===== config.mk =====
export PLATFORM = sky130hd
export DESIGN_NAME = tdc_readout_top
export DESIGN_NICKNAME = d
export VERILOG_FILES = /design/src/rtl/tdc_readout_pkg.sv /design/src/rtl/tdc_readout_top.sv /design/src/rtl/uart_tx.sv /design/src/rtl/word_serializer.sv /design/src/rtl/sample_fifo.sv /design/src/rtl/acq_control.sv /design/src/rtl/apb_regs.sv
export SDC_FILE = /design/constraint.sdc
export NUM_CORES = 1
export LEC_CHECK = 0
export ABC_AREA = 0
export BUFFER_PORTS_ARGS = -buffer_cell sky130_fd_sc_hd__buf_2
export CAP_MARGIN = 20
export CELL_PAD_IN_SITES_DETAIL_PLACEMENT = 0
export CELL_PAD_IN_SITES_GLOBAL_PLACEMENT = 1
export CORE_MARGIN = 2
export CORE_UTILIZATION = 50
export CTS_BUF_LIST = sky130_fd_sc_hd__clkbuf_8
export DETAILED_ROUTE_END_ITERATION = 16
export GPL_ROUTABILITY_DRIVEN = 0
export GPL_TIMING_DRIVEN = 0
export PLACE_DENSITY = 0.76
export SLEW_MARGIN = 10
export SYNTH_ARGS = -nofsm -noshare
export SYNTH_HDL_FRONTEND = slang
export SYNTH_SLANG_ARGS = --single-unit

===== constraint.sdc =====
create_clock -name clkWizard -period 6 [get_ports clkWizard]
set_clock_uncertainty 0.15 [all_clocks]
set_input_delay 1.5 -clock clkWizard [delete_from_list [all_inputs] [get_ports clkWizard]]
set_output_delay 1.5 -clock clkWizard [all_outputs]
set_load 0.005 [all_outputs]

===== src/rtl/tdc_readout_pkg.sv =====
// tdc readout shared definitions
// widths, stage encoding, apb bundles and register map

package tdc_readout_pkg;

    // ------------------------------------------------------------------
    // widths with a meaning
    // ------------------------------------------------------------------
    // one tdc timestamp word
    typedef logic [31:0] sample_t;
    // one uart byte
    typedef logic [7:0]  byte_t;
    // clock cycles per uart bit
    typedef logic [15:0] baud_div_t;
    // fifo occupancy for up to 1024 entries
    typedef logic [10:0] fifo_count_t;
    // apb byte address
    typedef logic [7:0]  apb_addr_t;

    // acquisition stages
    typedef enum logic [1:0] {
        ACQ_WAIT  = 2'd0,
        ACQ_WRITE = 2'd1,
        ACQ_READ  = 2'd2
    } acq_state_t;

    // ------------------------------------------------------------------
    // bundles
    // ------------------------------------------------------------------
    typedef struct packed {
        logic        psel;
        logic        penable;
        logic        pwrite;
        apb_addr_t   paddr;
        logic [31:0] pwdata;
    } apb_req_t;

    typedef struct packed {
        logic [31:0] prdata;
        logic        pready;
        logic        pslverr;
    } apb_rsp_t;

    // single-cycle command pulses from the ctrl register
    typedef struct packed {
        logic start_write;
        logic start_read;
        logic stop;
    } acq_cmd_t;

    typedef struct packed {
        acq_state_t  state;
        fifo_count_t fifo_count;
        logic        fifo_empty;
        logic        fifo_full;
    } acq_status_t;

    // register map
    localparam apb_addr_t REG_CTRL   = 8'h00;
    localparam apb_addr_t REG_STATUS = 8'h04;
    localparam apb_addr_t REG_BAUD   = 8'h08;

endpackage

===== src/rtl/tdc_readout_top.sv =====
// tdc readout top level
// apb registers, stage control, sample fifo and uart readout

module tdc_readout_top
    import tdc_readout_pkg::*;
#(
    parameter int FIFO_DEPTH       = 16,
    parameter int DEFAULT_BAUD_DIV = 8
) (
    input  logic     clkWizard,
    input  logic     finish_mem_reset,
    input  apb_req_t apb_req,
    output apb_rsp_t apb_rsp,
    input  logic     sample_valid,
    input  sample_t  sample_data,
    output logic     tx,
    output logic     led_writing,
    output logic     led_reading
);

    // ------------------------------------------------------------------
    // connecting wires
    // ------------------------------------------------------------------
    acq_cmd_t    cmd;
    acq_status_t status;
    baud_div_t   baud_div;
    logic        wr_allow;
    logic        rd_allow;
    logic        fifo_push;
    logic        fifo_pop;
    logic        fifo_empty;
    logic        fifo_full;
    fifo_count_t fifo_count;
    sample_t     fifo_data;
    logic        overflow_pulse;
    logic        ser_busy;
    logic        tx_valid;
    logic        tx_ready;
    byte_t       tx_byte;

    // samples only taken in the writing stage
    assign fifo_push = sample_valid && wr_allow;

    apb_regs #(
        .DEFAULT_BAUD_DIV (DEFAULT_BAUD_DIV)
    ) u_apb_regs (
        .clkWizard        (clkWizard),
        .finish_mem_reset (finish_mem_reset),
        .apb_req          (apb_req),
        .apb_rsp          (apb_rsp),
        .status           (status),
        .overflow_pulse   (overflow_pulse),
        .cmd              (cmd),
        .baud_div         (baud_div)
    );

    acq_control u_acq_control (
        .clkWizard        (clkWizard),
        .finish_mem_reset (finish_mem_reset),
        .cmd              (cmd),
        .fifo_count       (fifo_count),
        .fifo_empty       (fifo_empty),
        .fifo_full        (fifo_full),
        .ser_busy         (ser_busy),
        .status           (status),
        .wr_allow         (wr_allow),
        .rd_allow         (rd_allow),
        .led_writing      (led_writing),
        .led_reading      (led_reading)
    );

    sample_fifo #(
        .FIFO_DEPTH (FIFO_DEPTH)
    ) u_sample_fifo (
        .clkWizard        (clkWizard),
        .finish_mem_reset (finish_mem_reset),
        .push             (fifo_push),
        .push_data        (sample_data),
        .pop              (fifo_pop),
        .pop_data         (fifo_data),
        .empty            (fifo_empty),
        .full             (fifo_full),
        .count            (fifo_count),
        .overflow_pulse   (overflow_pulse)
    );

    word_serializer u_word_serializer (
        .clkWizard        (clkWizard),
        .finish_mem_reset (finish_mem_reset),
        .rd_allow         (rd_allow),
        .fifo_empty       (fifo_empty),
        .fifo_data        (fifo_data),
        .tx_ready         (tx_ready),
        .fifo_pop         (fifo_pop),
        .tx_valid         (tx_valid),
        .tx_byte          (tx_byte),
        .ser_busy         (ser_busy)
    );

    uart_tx u_uart_tx (
        .clkWizard        (clkWizard),
        .finish_mem_reset (finish_mem_reset),
        .baud_div         (baud_div),
        .tx_valid         (tx_valid),
        .tx_byte          (tx_byte),
        .tx_ready         (tx_ready),
        .tx               (tx)
    );

endmodule


===== src/rtl/uart_tx.sv =====
// uart 8n1 transmitter
// own baud counter, lsb first, valid/ready byte input

module uart_tx
    import tdc_readout_pkg::*;
(
    input  logic      clkWizard,
    input  logic      finish_mem_reset,
    input  baud_div_t baud_div,
    input  logic      tx_valid,
    input  byte_t     tx_byte,
    output logic      tx_ready,
    output logic      tx
);

    typedef enum logic [1:0] {
        TX_IDLE,
        TX_START,
        TX_DATA,
        TX_STOP
    } tx_state_t;

    tx_state_t state;
    baud_div_t baud_cnt;
    logic [2:0] bit_cnt;
    byte_t     shift_q;
    logic      bit_end;

    assign tx_ready = (state == TX_IDLE);
    // last cycle of the current bit
    assign bit_end  = (baud_cnt == '0);

    always_ff @(posedge clkWizard) begin
        if (finish_mem_reset) begin
            state    <= TX_IDLE;
            tx       <= 1'b1;
            baud_cnt <= '0;
            bit_cnt  <= 3'd0;
        end else begin
            // counter reloads on every bit
            if (state != TX_IDLE) begin
                baud_cnt <= bit_end ? baud_div - 1'b1 : baud_cnt - 1'b1;
            end
            case (state)
                TX_IDLE: begin
                    tx <= 1'b1;
                    if (tx_valid) begin
                        state    <= TX_START;
                        tx       <= 1'b0;
                        baud_cnt <= baud_div - 1'b1;
                    end
                end
                TX_START: begin
                    if (bit_end) begin
                        state   <= TX_DATA;
                        tx      <= shift_q[0];
                        bit_cnt <= 3'd0;
                    end
                end
                TX_DATA: begin
                    if (bit_end) begin
                        if (bit_cnt == 3'd7) begin
                            state <= TX_STOP;
                            tx    <= 1'b1;
                        end else begin
                            tx      <= shift_q[1];
                            bit_cnt <= bit_cnt + 3'd1;
                        end
                    end
                end
                TX_STOP: begin
                    // ready comes back the cycle after this
                    if (bit_end) begin
                        state <= TX_IDLE;
                    end
                end
                default: state <= TX_IDLE;
            endcase
        end
    end

    // shift register, loaded on accept, moves on each data bit
    always_ff @(posedge clkWizard) begin
        if (tx_ready && tx_valid) begin
            shift_q <= tx_byte;
        end else if (state == TX_DATA && bit_end) begin
            shift_q <= shift_q >> 1;
        end
    end

endmodule


===== src/rtl/word_serializer.sv =====
// word serializer
// pops one stored word and feeds its four bytes to the uart, lsb first

module word_serializer
    import tdc_readout_pkg::*;
(
    input  logic    clkWizard,
    input  logic    finish_mem_reset,
    input  logic    rd_allow,
    input  logic    fifo_empty,
    input  sample_t fifo_data,
    input  logic    tx_ready,
    output logic    fifo_pop,
    output logic    tx_valid,
    output byte_t   tx_byte,
    output logic    ser_busy
);

    logic       active;
    logic [1:0] byte_idx;
    sample_t    word_q;

    // new word only when idle and in the read stage
    assign fifo_pop = rd_allow && !active && !fifo_empty;

    assign tx_valid = active;
    assign tx_byte  = word_q[byte_idx*8 +: 8];

    // busy also covers the frame still on the line
    assign ser_busy = active || !tx_ready;

    // payload latch
    always_ff @(posedge clkWizard) begin
        if (fifo_pop) begin
            word_q <= fifo_data;
        end
    end

    always_ff @(posedge clkWizard) begin
        if (finish_mem_reset) begin
            active   <= 1'b0;
            byte_idx <= 2'd0;
        end else if (fifo_pop) begin
            active   <= 1'b1;
            byte_idx <= 2'd0;
        end else if (tx_valid && tx_ready) begin
            // last byte accepted, back to idle
            if (byte_idx == 2'd3) begin
                active <= 1'b0;
            end
            byte_idx <= byte_idx + 2'd1;
        end
    end

    // byte held under back-pressure
    a_byte_stable: assert property (
        @(posedge clkWizard) disable iff (finish_mem_reset)
        (tx_valid && !tx_ready) |=> (tx_valid && $stable(tx_byte))
    );

endmodule


===== src/rtl/sample_fifo.sv =====
// sample fifo, single clock, show-ahead output
// drops pushes when full and flags them

module sample_fifo
    import tdc_readout_pkg::*;
#(
    parameter int FIFO_DEPTH = 16
) (
    input  logic        clkWizard,
    input  logic        finish_mem_reset,
    input  logic        push,
    input  sample_t     push_data,
    input  logic        pop,
    output sample_t     pop_data,
    output logic        empty,
    output logic        full,
    output fifo_count_t count,
    output logic        overflow_pulse
);

    localparam int AW = (FIFO_DEPTH > 1) ? $clog2(FIFO_DEPTH) : 1;

    sample_t         mem [FIFO_DEPTH];
    logic [AW-1:0]   wr_ptr;
    logic [AW-1:0]   rd_ptr;
    logic            do_push;
    logic            do_pop;

    assign empty   = (count == '0);
    assign full    = (count == fifo_count_t'(FIFO_DEPTH));
    assign do_push = push && !full;
    assign do_pop  = pop && !empty;

    // head word always on the output
    assign pop_data = mem[rd_ptr];

    // storage, no reset
    always_ff @(posedge clkWizard) begin
        if (do_push) begin
            mem[wr_ptr] <= push_data;
        end
    end

    // ------------------------------------------------------------------
    // pointers and occupancy
    // ------------------------------------------------------------------
    always_ff @(posedge clkWizard) begin
        if (finish_mem_reset) begin
            wr_ptr         <= '0;
            rd_ptr         <= '0;
            count          <= '0;
            overflow_pulse <= 1'b0;
        end else begin
            // dropped sample, one pulse per lost push
            overflow_pulse <= push && full;
            if (do_push) begin
                wr_ptr <= (wr_ptr == AW'(FIFO_DEPTH - 1)) ? '0 : wr_ptr + 1'b1;
            end
            if (do_pop) begin
                rd_ptr <= (rd_ptr == AW'(FIFO_DEPTH - 1)) ? '0 : rd_ptr + 1'b1;
            end
            if (do_push && !do_pop) begin
                count <= count + 1'b1;
            end else if (do_pop && !do_push) begin
                count <= count - 1'b1;
            end
        end
    end

    a_count_bounded: assert property (
        @(posedge clkWizard) disable iff (finish_mem_reset)
        count <= fifo_count_t'(FIFO_DEPTH)
    );

endmodule


===== src/rtl/acq_control.sv =====
// acquisition stage controller
// wait / write / read stages, gates fifo writes and readout

module acq_control
    import tdc_readout_pkg::*;
(
    input  logic        clkWizard,
    input  logic        finish_mem_reset,
    input  acq_cmd_t    cmd,
    input  fifo_count_t fifo_count,
    input  logic        fifo_empty,
    input  logic        fifo_full,
    input  logic        ser_busy,
    output acq_status_t status,
    output logic        wr_allow,
    output logic        rd_allow,
    output logic        led_writing,
    output logic        led_reading
);

    acq_state_t state;
    acq_state_t state_next;

    always_comb begin
        state_next = state;
        case (state)
            ACQ_WAIT: begin
                if (cmd.start_write) begin
                    state_next = ACQ_WRITE;
                end else if (cmd.start_read) begin
                    state_next = ACQ_READ;
                end
            end
            ACQ_WRITE: begin
                if (cmd.stop) begin
                    state_next = ACQ_WAIT;
                end else if (cmd.start_read) begin
                    state_next = ACQ_READ;
                end
            end
            ACQ_READ: begin
                // readout done once fifo drained and last frame out
                if (cmd.stop || (fifo_empty && !ser_busy)) begin
                    state_next = ACQ_WAIT;
                end
            end
            default: state_next = ACQ_WAIT;
        endcase
    end

    always_ff @(posedge clkWizard) begin
        if (finish_mem_reset) begin
            state       <= ACQ_WAIT;
            led_writing <= 1'b0;
            led_reading <= 1'b0;
        end else begin
            state       <= state_next;
            // leds follow the stage register
            led_writing <= (state_next == ACQ_WRITE);
            led_reading <= (state_next == ACQ_READ);
        end
    end

    assign wr_allow = (state == ACQ_WRITE);
    assign rd_allow = (state == ACQ_READ);

    assign status.state      = state;
    assign status.fifo_count = fifo_count;
    assign status.fifo_empty = fifo_empty;
    assign status.fifo_full  = fifo_full;

    // writing and readout never overlap
    a_allow_exclusive: assert property (
        @(posedge clkWizard) disable iff (finish_mem_reset)
        !(wr_allow && rd_allow)
    );

endmodule


===== src/rtl/apb_regs.sv =====
// apb register block for the tdc readout
// command pulses, status word, baud divisor and sticky overflow

module apb_regs
    import tdc_readout_pkg::*;
#(
    parameter int DEFAULT_BAUD_DIV = 8
) (
    input  logic        clkWizard,
    input  logic        finish_mem_reset,
    input  apb_req_t    apb_req,
    output apb_rsp_t    apb_rsp,
    input  acq_status_t status,
    input  logic        overflow_pulse,
    output acq_cmd_t    cmd,
    output baud_div_t   baud_div
);

    logic        access;
    logic        wr_access;
    logic        mapped;
    logic        overflow;
    logic [31:0] status_word;

    // access phase, no wait states
    assign access    = apb_req.psel && apb_req.penable;
    assign wr_access = access && apb_req.pwrite && mapped;

    assign mapped = (apb_req.paddr == REG_CTRL) ||
                    (apb_req.paddr == REG_STATUS) ||
                    (apb_req.paddr == REG_BAUD);

    // status layout: count 26:16, ovf 4, full 3, empty 2, state 1:0
    assign status_word = {5'd0, status.fifo_count, 11'd0, overflow,
                          status.fifo_full, status.fifo_empty, status.state};

    // ------------------------------------------------------------------
    // read side
    // ------------------------------------------------------------------
    always_comb begin
        apb_rsp.pready  = 1'b1;
        apb_rsp.pslverr = access && !mapped;
        apb_rsp.prdata  = '0;
        case (apb_req.paddr)
            REG_STATUS: apb_rsp.prdata = status_word;
            REG_BAUD:   apb_rsp.prdata = {16'd0, baud_div};
            // ctrl is write-only and reads zero
            default:    apb_rsp.prdata = '0;
        endcase
    end

    // ------------------------------------------------------------------
    // write side
    // ------------------------------------------------------------------
    always_ff @(posedge clkWizard) begin
        if (finish_mem_reset) begin
            cmd      <= '0;
            baud_div <= baud_div_t'(DEFAULT_BAUD_DIV);
            overflow <= 1'b0;
        end else begin
            // pulses last one cycle only
            cmd <= '0;
            if (wr_access && apb_req.paddr == REG_CTRL) begin
                cmd.start_write <= apb_req.pwdata[0];
                cmd.start_read  <= apb_req.pwdata[1];
                cmd.stop        <= apb_req.pwdata[2];
            end
            if (wr_access && apb_req.paddr == REG_BAUD) begin
                baud_div <= apb_req.pwdata[15:0];
            end
            // sticky flag, a new drop wins over the clear
            if (overflow_pulse) begin
                overflow <= 1'b1;
            end else if (wr_access && apb_req.paddr == REG_STATUS &&
                         apb_req.pwdata[4]) begin
                overflow <= 1'b0;
            end
        end
    end

    // enable only inside a selected transfer
    a_penable_needs_psel: assert property (
        @(posedge clkWizard) disable iff (finish_mem_reset)
        apb_req.penable |-> apb_req.psel
    );

endmodule


==> results of run 1 <==
==> state kept, by name (all words and copies together), names as in the netlist, 2 cells and up <==
name                        cells
u_uart_tx.baud_cnt             16
u_sample_fifo.count            11
u_sample_fifo.mem             512
u_uart_tx.shift_q               8
u_uart_tx.state                 2
u_sample_fifo.wr_ptr            4
u_apb_regs.cmd                  3
u_sample_fifo.rd_ptr            4
u_word_serializer.byte_idx      2
u_uart_tx.bit_cnt               3
u_apb_regs.baud_div            16
u_acq_control.state             2
u_word_serializer.word_q       32
==> per-stage QoR <==
step	hold WS, ps	area (um^2)	setup slack, ps	cells
3_3_place_gp	272	26100	-2150	2072
4_1_cts	280	28800	868	2295
5_1_grt	291	28900	624	2303
2_1_floorplan	261	24900	956	1316
3_5_place_dp	270	26900	869	2110
6_report	283	28900	910	2304
==> synthesized netlist by cell type (7+ instances only) <==
cell type | number | area (um^2)
nand3_1 | 7 | 35.0
nand2_1 | 70 | 263
edfxtp_1 | 552 | 16600
dfxtp_1 | 69 | 1380
mux2i_1 | 10 | 100
o21ai_0 | 20 | 100
nor2_1 | 68 | 255
inv_1 | 17 | 63.8
ha_1 | 25 | 313
clkbuf_1 | 38 | 143
and2_1 | 16 | 100
nor4_1 | 12 | 75.1
a21oi_1 | 44 | 220
and3_1 | 12 | 75.1
mux2_2 | 8 | 90.1
nor3_1 | 25 | 125
buf_1 | 23 | 86.3
a211oi_1 | 7 | 52.6
xor2_1 | 14 | 123
xnor2_1 | 10 | 87.6
mux4_2 | 168 | 3780
==> cells by family (layout without fill, tap and decap cells) <==
kind of cell,after synthesis,in the layout
and+or+nand+nor,246,246
muxes,186,186
AOI/OAI and AO/OA,120,120
DFF,621,621
other,2,7
xor gates and xnor gates,24,24
adders and majority gates,26,26
buffers and inverters,87,410
==> report_power, final <==
| group | switching (mW) | leakage, nW | internal, mW |
|---|---|---|---|
| sequential | 0.0343 | 5.51 | 4.72 |
| clock | 1.67 | 1.07 | 1.72 |
| combinational | 0.386 | 2.85 | 0.217 |
==> final cells by class <==
cell class	instances	area [um^2]	share of cell area, %
Timing Repair Buffer	138	1190	4.13
Buffer	70	295	1.02
Sequential cell	621	18000	62.2
Multi-Input combinational cell	608	6650	23.0
Tap cell	664	831	2.88
Inverter	17	63.8	0.221
Antenna cell	1	2.50	0.00867
Clock inverter	77	385	1.34
Clock buffer	108	1490	5.15
==> per-layer routing <==
| layer | vias up | GRT usage [%] |
|---|---|---|
| met3 | 109 | 5.01 |
| met5 | - | 0 |
| met1 | 6736 | 30.4 |
| met2 | 486 | 36.1 |
| met4 | 6 | 6.96 |
| li1 | 5853 | - |
==> how the worst min path moves through the flow <==
stage | from | slack (ps) | endpoint
2_1_floorplan | u_sample_fifo.overflow_pulse | 260 | u_apb_regs.overflow
3_3_place_gp | u_sample_fifo.overflow_pulse | 270 | u_apb_regs.overflow
3_5_place_dp | u_sample_fifo.overflow_pulse | 270 | u_apb_regs.overflow
4_1_cts | u_sample_fifo.overflow_pulse | 280 | u_apb_regs.overflow
5_1_grt | u_sample_fifo.overflow_pulse | 290 | u_apb_regs.overflow
6_report | u_sample_fifo.overflow_pulse | 280 | u_apb_regs.overflow
==> critical path: stages <==
cell      delay (ps)
buf_2             90
nor4_1           250
nand2_1          120
nor3b_1          770
clkbuf_1         360
nand2_1          130
o21ai_0           80
buf_2            130
==> results_dict.tcl, run 1 <==
set metrics [dict create \
    slew_headroom_pct 29.3 \
    num_io_pins 115 \
    highest_layer "met5" \
    die_h_um 227 \
    final_common_cell "edfxtp_1" \
    worst_slew_pin_slew_ps 1060 \
    hp-class "reg -> reg" \
    wl_um 55700 \
    ant_nets 0 \
    clock_latency_ps 690 \
    cp_max_fo 10 \
    grt.total_usage_pct 22.3 \
    htree_levels 3 \
    worstSetupStartpoint "apb_req[37]" \
    gr-total-overflow 0 \
    ys_types 68 \
    grt_pass1_wl_um 82100 \
    drive_gt1_share_pct 29.4 \
    rr_worst_depth 12 \
    area_delta_synth_final_pct 16.2 \
    fillCellCount 3590 \
    fin_crit_ps 5090 \
    rrSetupSlack_ps 2020 \
    crit_type "in -> out" \
    die_w_um 227 \
    netlist_area_um2 24800 \
    r2r_start "u_sample_fifo.count[0]" \
    cts.reportedPaths.clkPinSlew_ps 60 \
    vias_per_cell 5.72 \
    worstPathArrival_ps 3440 \
    drc 0 \
    synthAdderAreaFrac_pct 1.34 \
    clock.fmax_mhz 196 \
    num_vias 13200 \
    fin_setup_tns_ps 0 \
    power_mw 8.75 \
    synth-edff-count 552 \
    start_util_pct 50.7 \
    maxCapViolations 0 \
    antenna_found_initial 4 \
    yosysSeqAreaShare_pct 72.3 \
    yosys_warnings 0 \
    post-cts-setup-buffers 0 \
    synth_cells 1312 \
    yosys.area_share.simple_pct 4.93 \
    utilization_pct 59.0 \
    cp-start-kind "input port" \
    nets 1660 \
    synth_ff_type "edfxtp_1" \
    cts_tree "built" \
    slew_viol_final 0 \
    wl_met3_um 4070 \
    cts_buffers 100 \
    vdd_drop_max_mv 0.278 \
    cts_repair_resize_count 0 \
    core-area_um2 49000 \
    cp-endpoint "apb_rsp[5]" \
    clock_path_buffers 3 \
    r2r-end "u_sample_fifo.count[10]" \
    final_cell_mix "edfxtp_1 (552), mux4_2 (168), clkbuf_8 (108)" \
    finalSetupViolCount 0 \
    cellPowerDensity_nw_per_um2 303 \
    hold_viol_final 0 \
    first_pass_iters 7 \
    avgSynthCellArea_um2 18.9 \
    io_buffers 92 \
    synthMuxAreaShare_pct 16.0 \
    route.layer.met1.wl_um 23100 \
    clock-sinks 621 \
    async_flop_share_pct 0 \
    min_period_over_period_pct 84.8 \
    ys_ff_latch 621 \
    die_area_um2 51500 \
    synth_top_family_by_area "multiplexers" \
    whs_path_depth 2 \
    synthXorXnorAreaFrac_pct 0.846 \
    hold_buffers 0 \
    grt_max_degree 21 \
    status "finished, final reports clean" \
    cts-root-buf "clkbuf_8" \
    wire_per_inst_um 24.2 \
    drtIter0Drc 1299 \
    p_leak_nw 9.43 \
    synth_compound_area_share_pct 3.11 \
    dpl.hpwl_um 36300 \
    met2WireLength_um 27100 \
    cp.required_ps 4350 \
    worst_setup_path_end_kind "output pin" \
    rsz0062_at_grt "no" \
    rows 81 \
    first_global_vias 13200 \
]
No activity file was read; power rests on OpenSTA's default activity.
==> run 2, diff against run 1 <==
--- a/config.mk
+++ b/config.mk
@@ -5,7 +5,7 @@
 export SDC_FILE = /design/constraint.sdc
 export NUM_CORES = 1
 export LEC_CHECK = 0
-export ABC_AREA = 0
+export ABC_AREA = 1
 export BUFFER_PORTS_ARGS = -buffer_cell sky130_fd_sc_hd__buf_2
 export CAP_MARGIN = 20
 export CELL_PAD_IN_SITES_DETAIL_PLACEMENT = 0
@@ -16,7 +16,7 @@
 export DETAILED_ROUTE_END_ITERATION = 16
 export GPL_ROUTABILITY_DRIVEN = 0
 export GPL_TIMING_DRIVEN = 0
-export PLACE_DENSITY = 0.76
+export PLACE_DENSITY = 0.81
 export SLEW_MARGIN = 10
 export SYNTH_ARGS = -nofsm -noshare
 export SYNTH_HDL_FRONTEND = slang
==> constraint.sdc (replaced) <==
create_clock -name clkWizard -period 5.3 [get_ports clkWizard]
set_clock_uncertainty 0.15 [all_clocks]
set_input_delay 1.325 -clock clkWizard [delete_from_list [all_inputs] [get_ports clkWizard]]
set_output_delay 1.325 -clock clkWizard [all_outputs]
set_load 0.005 [all_outputs]
==> run 2 against run 1 <==
Against the previous run: critical path type unchanged; sequential share of layout area decreased by 1.5 points; die area increased by 4.1%; largest power group unchanged; highest routed layer unchanged; count of clock-buffer cells in the layout decreased by 5; total power increased by 16%; first-iteration DRC count increased by 69%; register-to-register slack got worse by 140 ps; sequential power increased by 14%; global-route usage increased by 4.5 points.
==> results_dict.tcl, run 2 <==
set metrics [dict create \
    status "finished, final reports clean" \
    crit_type "in -> out" \
    final_cell_mix "edfxtp_1 (552), nor2_1 (431), o21ai_0 (286)" \
    wire_per_inst_um 22.3 \
    synth.most_common_cell "edfxtp_1" \
    start_util_pct 50.5 \
    rows 83 \
    r2r-end "u_sample_fifo.count[5]" \
    wl_um 71700 \
    min_period_over_period_pct 74.5 \
    power_mw 10.2 \
    r2r_start "u_sample_fifo.count[1]" \
    nets 2559 \
    slew_headroom_pct 34.8 \
    worst_setup_path_end_kind "output pin" \
    cellPowerDensity_nw_per_um2 344 \
    cts_tree "built" \
    synth_area_leaders "edfxtp_1 (64%), nor2_1 (6.5%), o21ai_0 (5.5%)" \
    first_pass_iters 5 \
    vdd_drop_max_mv 0.300 \
    async_flop_share_pct 0 \
    grt.total_usage_pct 26.8 \
    worstPathArrival_ps 2480 \
    grt_max_degree 23 \
    finalSetupViolCount 0 \
    hp-class "reg -> reg" \
    gr-total-overflow 0 \
    yosys_warnings 0 \
    io_buffers 92 \
    vias_per_cell 5.70 \
    fillCellCount 4186 \
    ys_ff_latch 621 \
    synth_top_cell_by_area "edfxtp_1" \
    clock_latency_ps 710 \
    maxCapViolations 0 \
    synth_ff_type "edfxtp_1" \
    first_global_vias 17800 \
    yosysSeqAreaShare_pct 69.4 \
    core-area_um2 51200 \
    num_vias 18300 \
    clock-sinks 621 \
    die_area_um2 53600 \
    cts.reportedPaths.clkPinSlew_ps 60 \
    die_w_um 231 \
    avgSynthCellArea_um2 11.5 \
    dpl_cell_area_um2 27700 \
    clock.fmax_mhz 253 \
    dp_slack_ps 1290 \
    die_h_um 231 \
    synth_common_cells "edfxtp_1 (552), nor2_1 (447), o21ai_0 (286), nand2_1 (210), inv_1 (103)" \
    cp-endpoint "apb_rsp[21]" \
    whs_ps 301 \
    rr_worst_depth 15 \
    p_leak_nw 10.6 \
    synth.top_cell.area_share_pct 64.1 \
    hold_viol_final 0 \
    largest-register "u_sample_fifo.mem" \
    clock_path_buffers 3 \
    fin_setup_tns_ps 0 \
    ys_types 46 \
    rrSetupSlack_ps 1880 \
    area_delta_synth_final_pct 14.3 \
    cts-root-buf "clkbuf_8" \
    stdcell_area_um2 29600 \
    worstSetupStartpoint "apb_req[39]" \
    antenna_found_initial 1 \
    largest_reg_flops 512 \
    htree_levels 3 \
    drc 0 \
    reg_top3 "u_sample_fifo.mem (512), u_word_serializer.word_q (32)" \
    netlist_area_um2 25900 \
    hold_buffers 0 \
    rsz0062_at_grt "no" \
    final_common_cell "edfxtp_1" \
    grt_pass1_wl_um 106000 \
    cp-start-kind "input port" \
    dpl.hpwl_um 47500 \
    synth-edff-count 552 \
    worst_slack_ps 1350 \
    cts_repair_resize_count 0 \
    synth_cells 2240 \
    cts_buffers 99 \
    slew_viol_final 0 \
    post-cts-setup-buffers 0 \
    antenna_cells 0 \
    worst_slew_pin_slew_ps 978 \
    cp.required_ps 3830 \
    cp_max_fo 10 \
    num_io_pins 115 \
    drive_gt1_share_pct 13.6 \
    fin_crit_ps 3950 \
    ant_nets 0 \
    drtIter0Drc 2193 \
]
==> run 2: changes by cell type after synthesis, moves of 26 or more <==
cell      previous run  this run
mux4_2             168         0
buf_2                2        32
o22ai_1              2        82
o21ai_0             20       286
nor2_1              68       447
o221ai_1             1        40
nand2_1             70       210
inv_1               17       103
clkbuf_1            38        64
nand3_1              7       100
==> run 2: cell type report <==
| type | instances | area, um^2 | share of cell area, % |
|---|---|---|---|
| multi-input cells | 1387 | 6990 | 23.6 |
| repair buffers | 110 | 813 | 2.75 |
| plain buffers | 126 | 639 | 2.16 |
| clock buffers | 103 | 1420 | 4.79 |
| inverters | 110 | 420 | 1.42 |
| well taps | 680 | 851 | 2.88 |
| clock inverters | 76 | 487 | 1.65 |
| flip-flops and latches | 621 | 18000 | 60.7 |
==> run 2: kinds of logic (layout without fill, tap and decap cells) <==
logic type                 count (synthesis)  after routing  share of synthesized area (%)
DFF                                      621            621                           69.4
buffers and inverters                    236            525                           4.10
xor gates and xnor gates                  22             22                          0.745
and+or+nand+nor                          808            808                           12.8
AOI/OAI and AO/OA                        525            525                           11.7
other                                      2              6                         0.0290
adders and majority gates                 26             26                           1.29
==> run 2: how the worst min path moves through the flow <==
stage / from / endpoint / slack (ps) / cells after the start
detailed placement: u_sample_fifo.overflow_pulse / u_apb_regs.overflow / 300 / 2
CTS: u_sample_fifo.overflow_pulse / u_apb_regs.overflow / 300 / 2
global route: u_sample_fifo.overflow_pulse / u_apb_regs.overflow / 320 / 2
global placement: u_uart_tx.tx / u_uart_tx.tx / 300 / 2
floorplan: u_sample_fifo.overflow_pulse / u_apb_regs.overflow / 260 / 2
finish: u_sample_fifo.overflow_pulse / u_apb_regs.overflow / 300 / 2
==> run 2: worst max-delay path, stage by stage <==
cell and delay (ps):
buf_2 90, nor2_1 90, nand3_1 110, inv_1 130, nand2_1 160, clkbuf_1 280, nor2_1 160, buf_2 130
==> run 2: metrics by stage <==
step / utilization (%) / std cells
6_report: 57.8 / 3213
5_1_grt: 57.8 / 3213
4_1_cts: 57.8 / 3213
3_5_place_dp: 54.0 / 3034
3_3_place_gp: 53.1 / 3016
2_1_floorplan: - / 2244
==> run 2: per-layer routing <==
layer  global-route usage [%]  up-vias  part of all wire (%)
li1                         -     8473                     -
met1                     35.4     8797                    41
met2                     43.3      886                    47
met3                     4.33      156                   7.9
met4                     13.1        2                   4.5
met5                        0        -                 0.015
==> run 2: where the power goes <==
part	internal, mW	switching [mW]	total [mW]
Combinational	0.267	0.529	0.796
Sequential	5.37	0.0540	5.42
Clock	2.02	1.94	3.96
==> run 3, diff against run 2 <==
--- a/config.mk
+++ b/config.mk
@@ -5,7 +5,7 @@
 export SDC_FILE = /design/constraint.sdc
 export NUM_CORES = 1
 export LEC_CHECK = 0
-export ABC_AREA = 1
+export ABC_AREA = 0
 export BUFFER_PORTS_ARGS = -buffer_cell sky130_fd_sc_hd__buf_2
 export CAP_MARGIN = 20
 export CELL_PAD_IN_SITES_DETAIL_PLACEMENT = 0
@@ -16,7 +16,7 @@
 export DETAILED_ROUTE_END_ITERATION = 16
 export GPL_ROUTABILITY_DRIVEN = 0
 export GPL_TIMING_DRIVEN = 0
-export PLACE_DENSITY = 0.81
+export PLACE_DENSITY = 0.79
 export SLEW_MARGIN = 10
 export SYNTH_ARGS = -nofsm -noshare
 export SYNTH_HDL_FRONTEND = slang
==> constraint.sdc (replaced) <==
create_clock -name clkWizard -period 3.6 [get_ports clkWizard]
set_clock_uncertainty 0.15 [all_clocks]
set_input_delay 0.9 -clock clkWizard [delete_from_list [all_inputs] [get_ports clkWizard]]
set_output_delay 0.9 -clock clkWizard [all_outputs]
set_load 0.005 [all_outputs]
==> run 3 against run 2 <==
Against the previous run: critical path depth is 3 lower; combinational power is 26% higher; register-to-register slack worse by 1700 ps; setup slack worse by 1200 ps; highest routed layer unchanged; sequential cell count stayed put; global-route usage is 4.7 points lower; via count is 28% lower; hold slack worse by 20 ps; non-clock buffer count is 33 lower; count of clock-buffer cells in the layout stayed put.
==> results_dict.tcl, run 3 (synthesis gave the netlist of run 1 again) <==
set metrics [dict create \
    status "finished, final reports clean" \
    grt.total_usage_pct 22.0 \
    grt_max_degree 21 \
    clock_path_buffers 3 \
    cts_buffers 96 \
    num_io_pins 115 \
    drive_gt1_share_pct 29.3 \
    hold_viol_final 0 \
    cts.reportedPaths.clkPinSlew_ps 60 \
    rows 81 \
    die_h_um 227 \
    clock_latency_ps 710 \
    cts_tree "built" \
    fin_setup_tns_ps 0 \
    die_w_um 227 \
    min_period_over_period_pct 95.2 \
    htree_levels 3 \
    fin_crit_ps 3430 \
    worst_slack_ps 172 \
    cp-start-kind "flip-flop" \
    stdcell_area_um2 28900 \
    grt_pass1_wl_um 80800 \
    die_area_um2 51500 \
    rrSetupSlack_ps 170 \
    gr-total-overflow 0 \
    num_vias 13200 \
    cpMaxStageDelayCell "clkdlybuf4s15_1" \
    start_util_pct 50.7 \
    dp_slack_ps -482 \
    core-area_um2 49000 \
    hp-class "reg -> reg" \
    maxCapViolations 0 \
    final_common_cell "edfxtp_1" \
    largest-register "u_sample_fifo.mem" \
    io_buffers 92 \
    final_cell_mix "edfxtp_1 (552), mux4_2 (168), clkbuf_8 (103)" \
    worst_setup_path_end_kind "flip-flop" \
    worst_slew_pin_slew_ps 1050 \
    reg_top3 "u_sample_fifo.mem (512), u_word_serializer.word_q (32)" \
    slew_viol_final 0 \
    worstPathArrival_ps 3680 \
    path_common_cell "mux4_2" \
    crit_type "reg -> reg" \
    cellPowerDensity_nw_per_um2 499 \
    cp_max_fo 10 \
    cts-root-buf "clkbuf_8" \
    nets 1651 \
    dpl_cell_area_um2 26900 \
    clock-sinks 621 \
    first_pass_iters 5 \
    dpl.hpwl_um 35500 \
    antenna_found_initial 4 \
    crit_buf_inv 3 \
    crit_path_max_incr_delay_ps 790 \
    vdd_drop_max_mv 0.464 \
    drc 0 \
    wl_um 55400 \
    cp.required_ps 3850 \
    slew_headroom_pct 29.9 \
    crit_path_cell_trace "clkbuf_1, buf_2, clkdlybuf4s15_1, mux4_2, mux4_2" \
    finalSetupViolCount 0 \
    area_delta_synth_final_pct 16.5 \
    vias_per_cell 5.78 \
    largest_reg_flops 512 \
    p_leak_nw 9.40 \
    first_global_vias 13100 \
    ant_nets 0 \
    power_mw 14.5 \
    critical-path-top-delay-family "buffers and inverters" \
    clock.fmax_mhz 292 \
    drtIter0Drc 1430 \
    wire_per_inst_um 24.2 \
]
## run 3: metal layers
layer	vias to the layer above	share of wire, %	GRT usage [%]
li1	5819	-	-
met1	6745	41	29.8
met2	558	48	35.5
met3	108	7.5	4.77
met4	6	3.2	8.30
met5	-	0.072	0
## run 3: worst register-to-register path: cells and delay by family (launching register included)
| family | cells | cell delay [ps] |
|---|---|---|
| muxes | 2 | 1180 |
| buffers and inverters | 3 | 1460 |
| DFF | 1 | 340 |
## run 3: layout make-up
class | count | area, um^2
fill | 3540 | 20000
sequential | 621 | 18000
buffer | 70 | 303
timing repair buffer | 133 | 1230
multi-input combinational | 608 | 6730
antenna | 1 | 2.50
tap | 664 | 831
clock inverter | 74 | 404
inverter | 17 | 63.8
clock buffer | 103 | 1420
## run 3: timing repair
item / 4_1_cts / 5_1_grt
setup endpoints to repair: 12 / 8
buffers inserted: 1 / 1
pin swaps: 0 / 3
gates resized for setup: 3 / 9
hold buffers: 0 / 0
## run 3: through the flow
step / instances / util (%) / hold WS (ps)
floorplan: 1316 / - / 261
global placement: 2072 / 53.5 / 270
detailed placement: 2102 / 55.0 / 275
CTS: 2280 / 58.8 / 259
global route: 2290 / 59.1 / 272
finish: 2291 / 59.1 / 281
## run 3: worst paths after layout
path	start	to	cells after the start
max reg2reg	u_sample_fifo.rd_ptr[0]	u_word_serializer.word_q[19]	5
min	u_sample_fifo.overflow_pulse	u_apb_regs.overflow	2
min reg2reg	u_sample_fifo.overflow_pulse	u_apb_regs.overflow	2
max	u_sample_fifo.rd_ptr[0]	u_word_serializer.word_q[19]	5
## run 3: power by group
part	switching [mW]	total [mW]	internal, mW
Clock	2.71	5.52	2.82
Sequential	0.0574	7.93	7.87
Combinational	0.638	0.999	0.361
Total	3.40	14.5	11.1
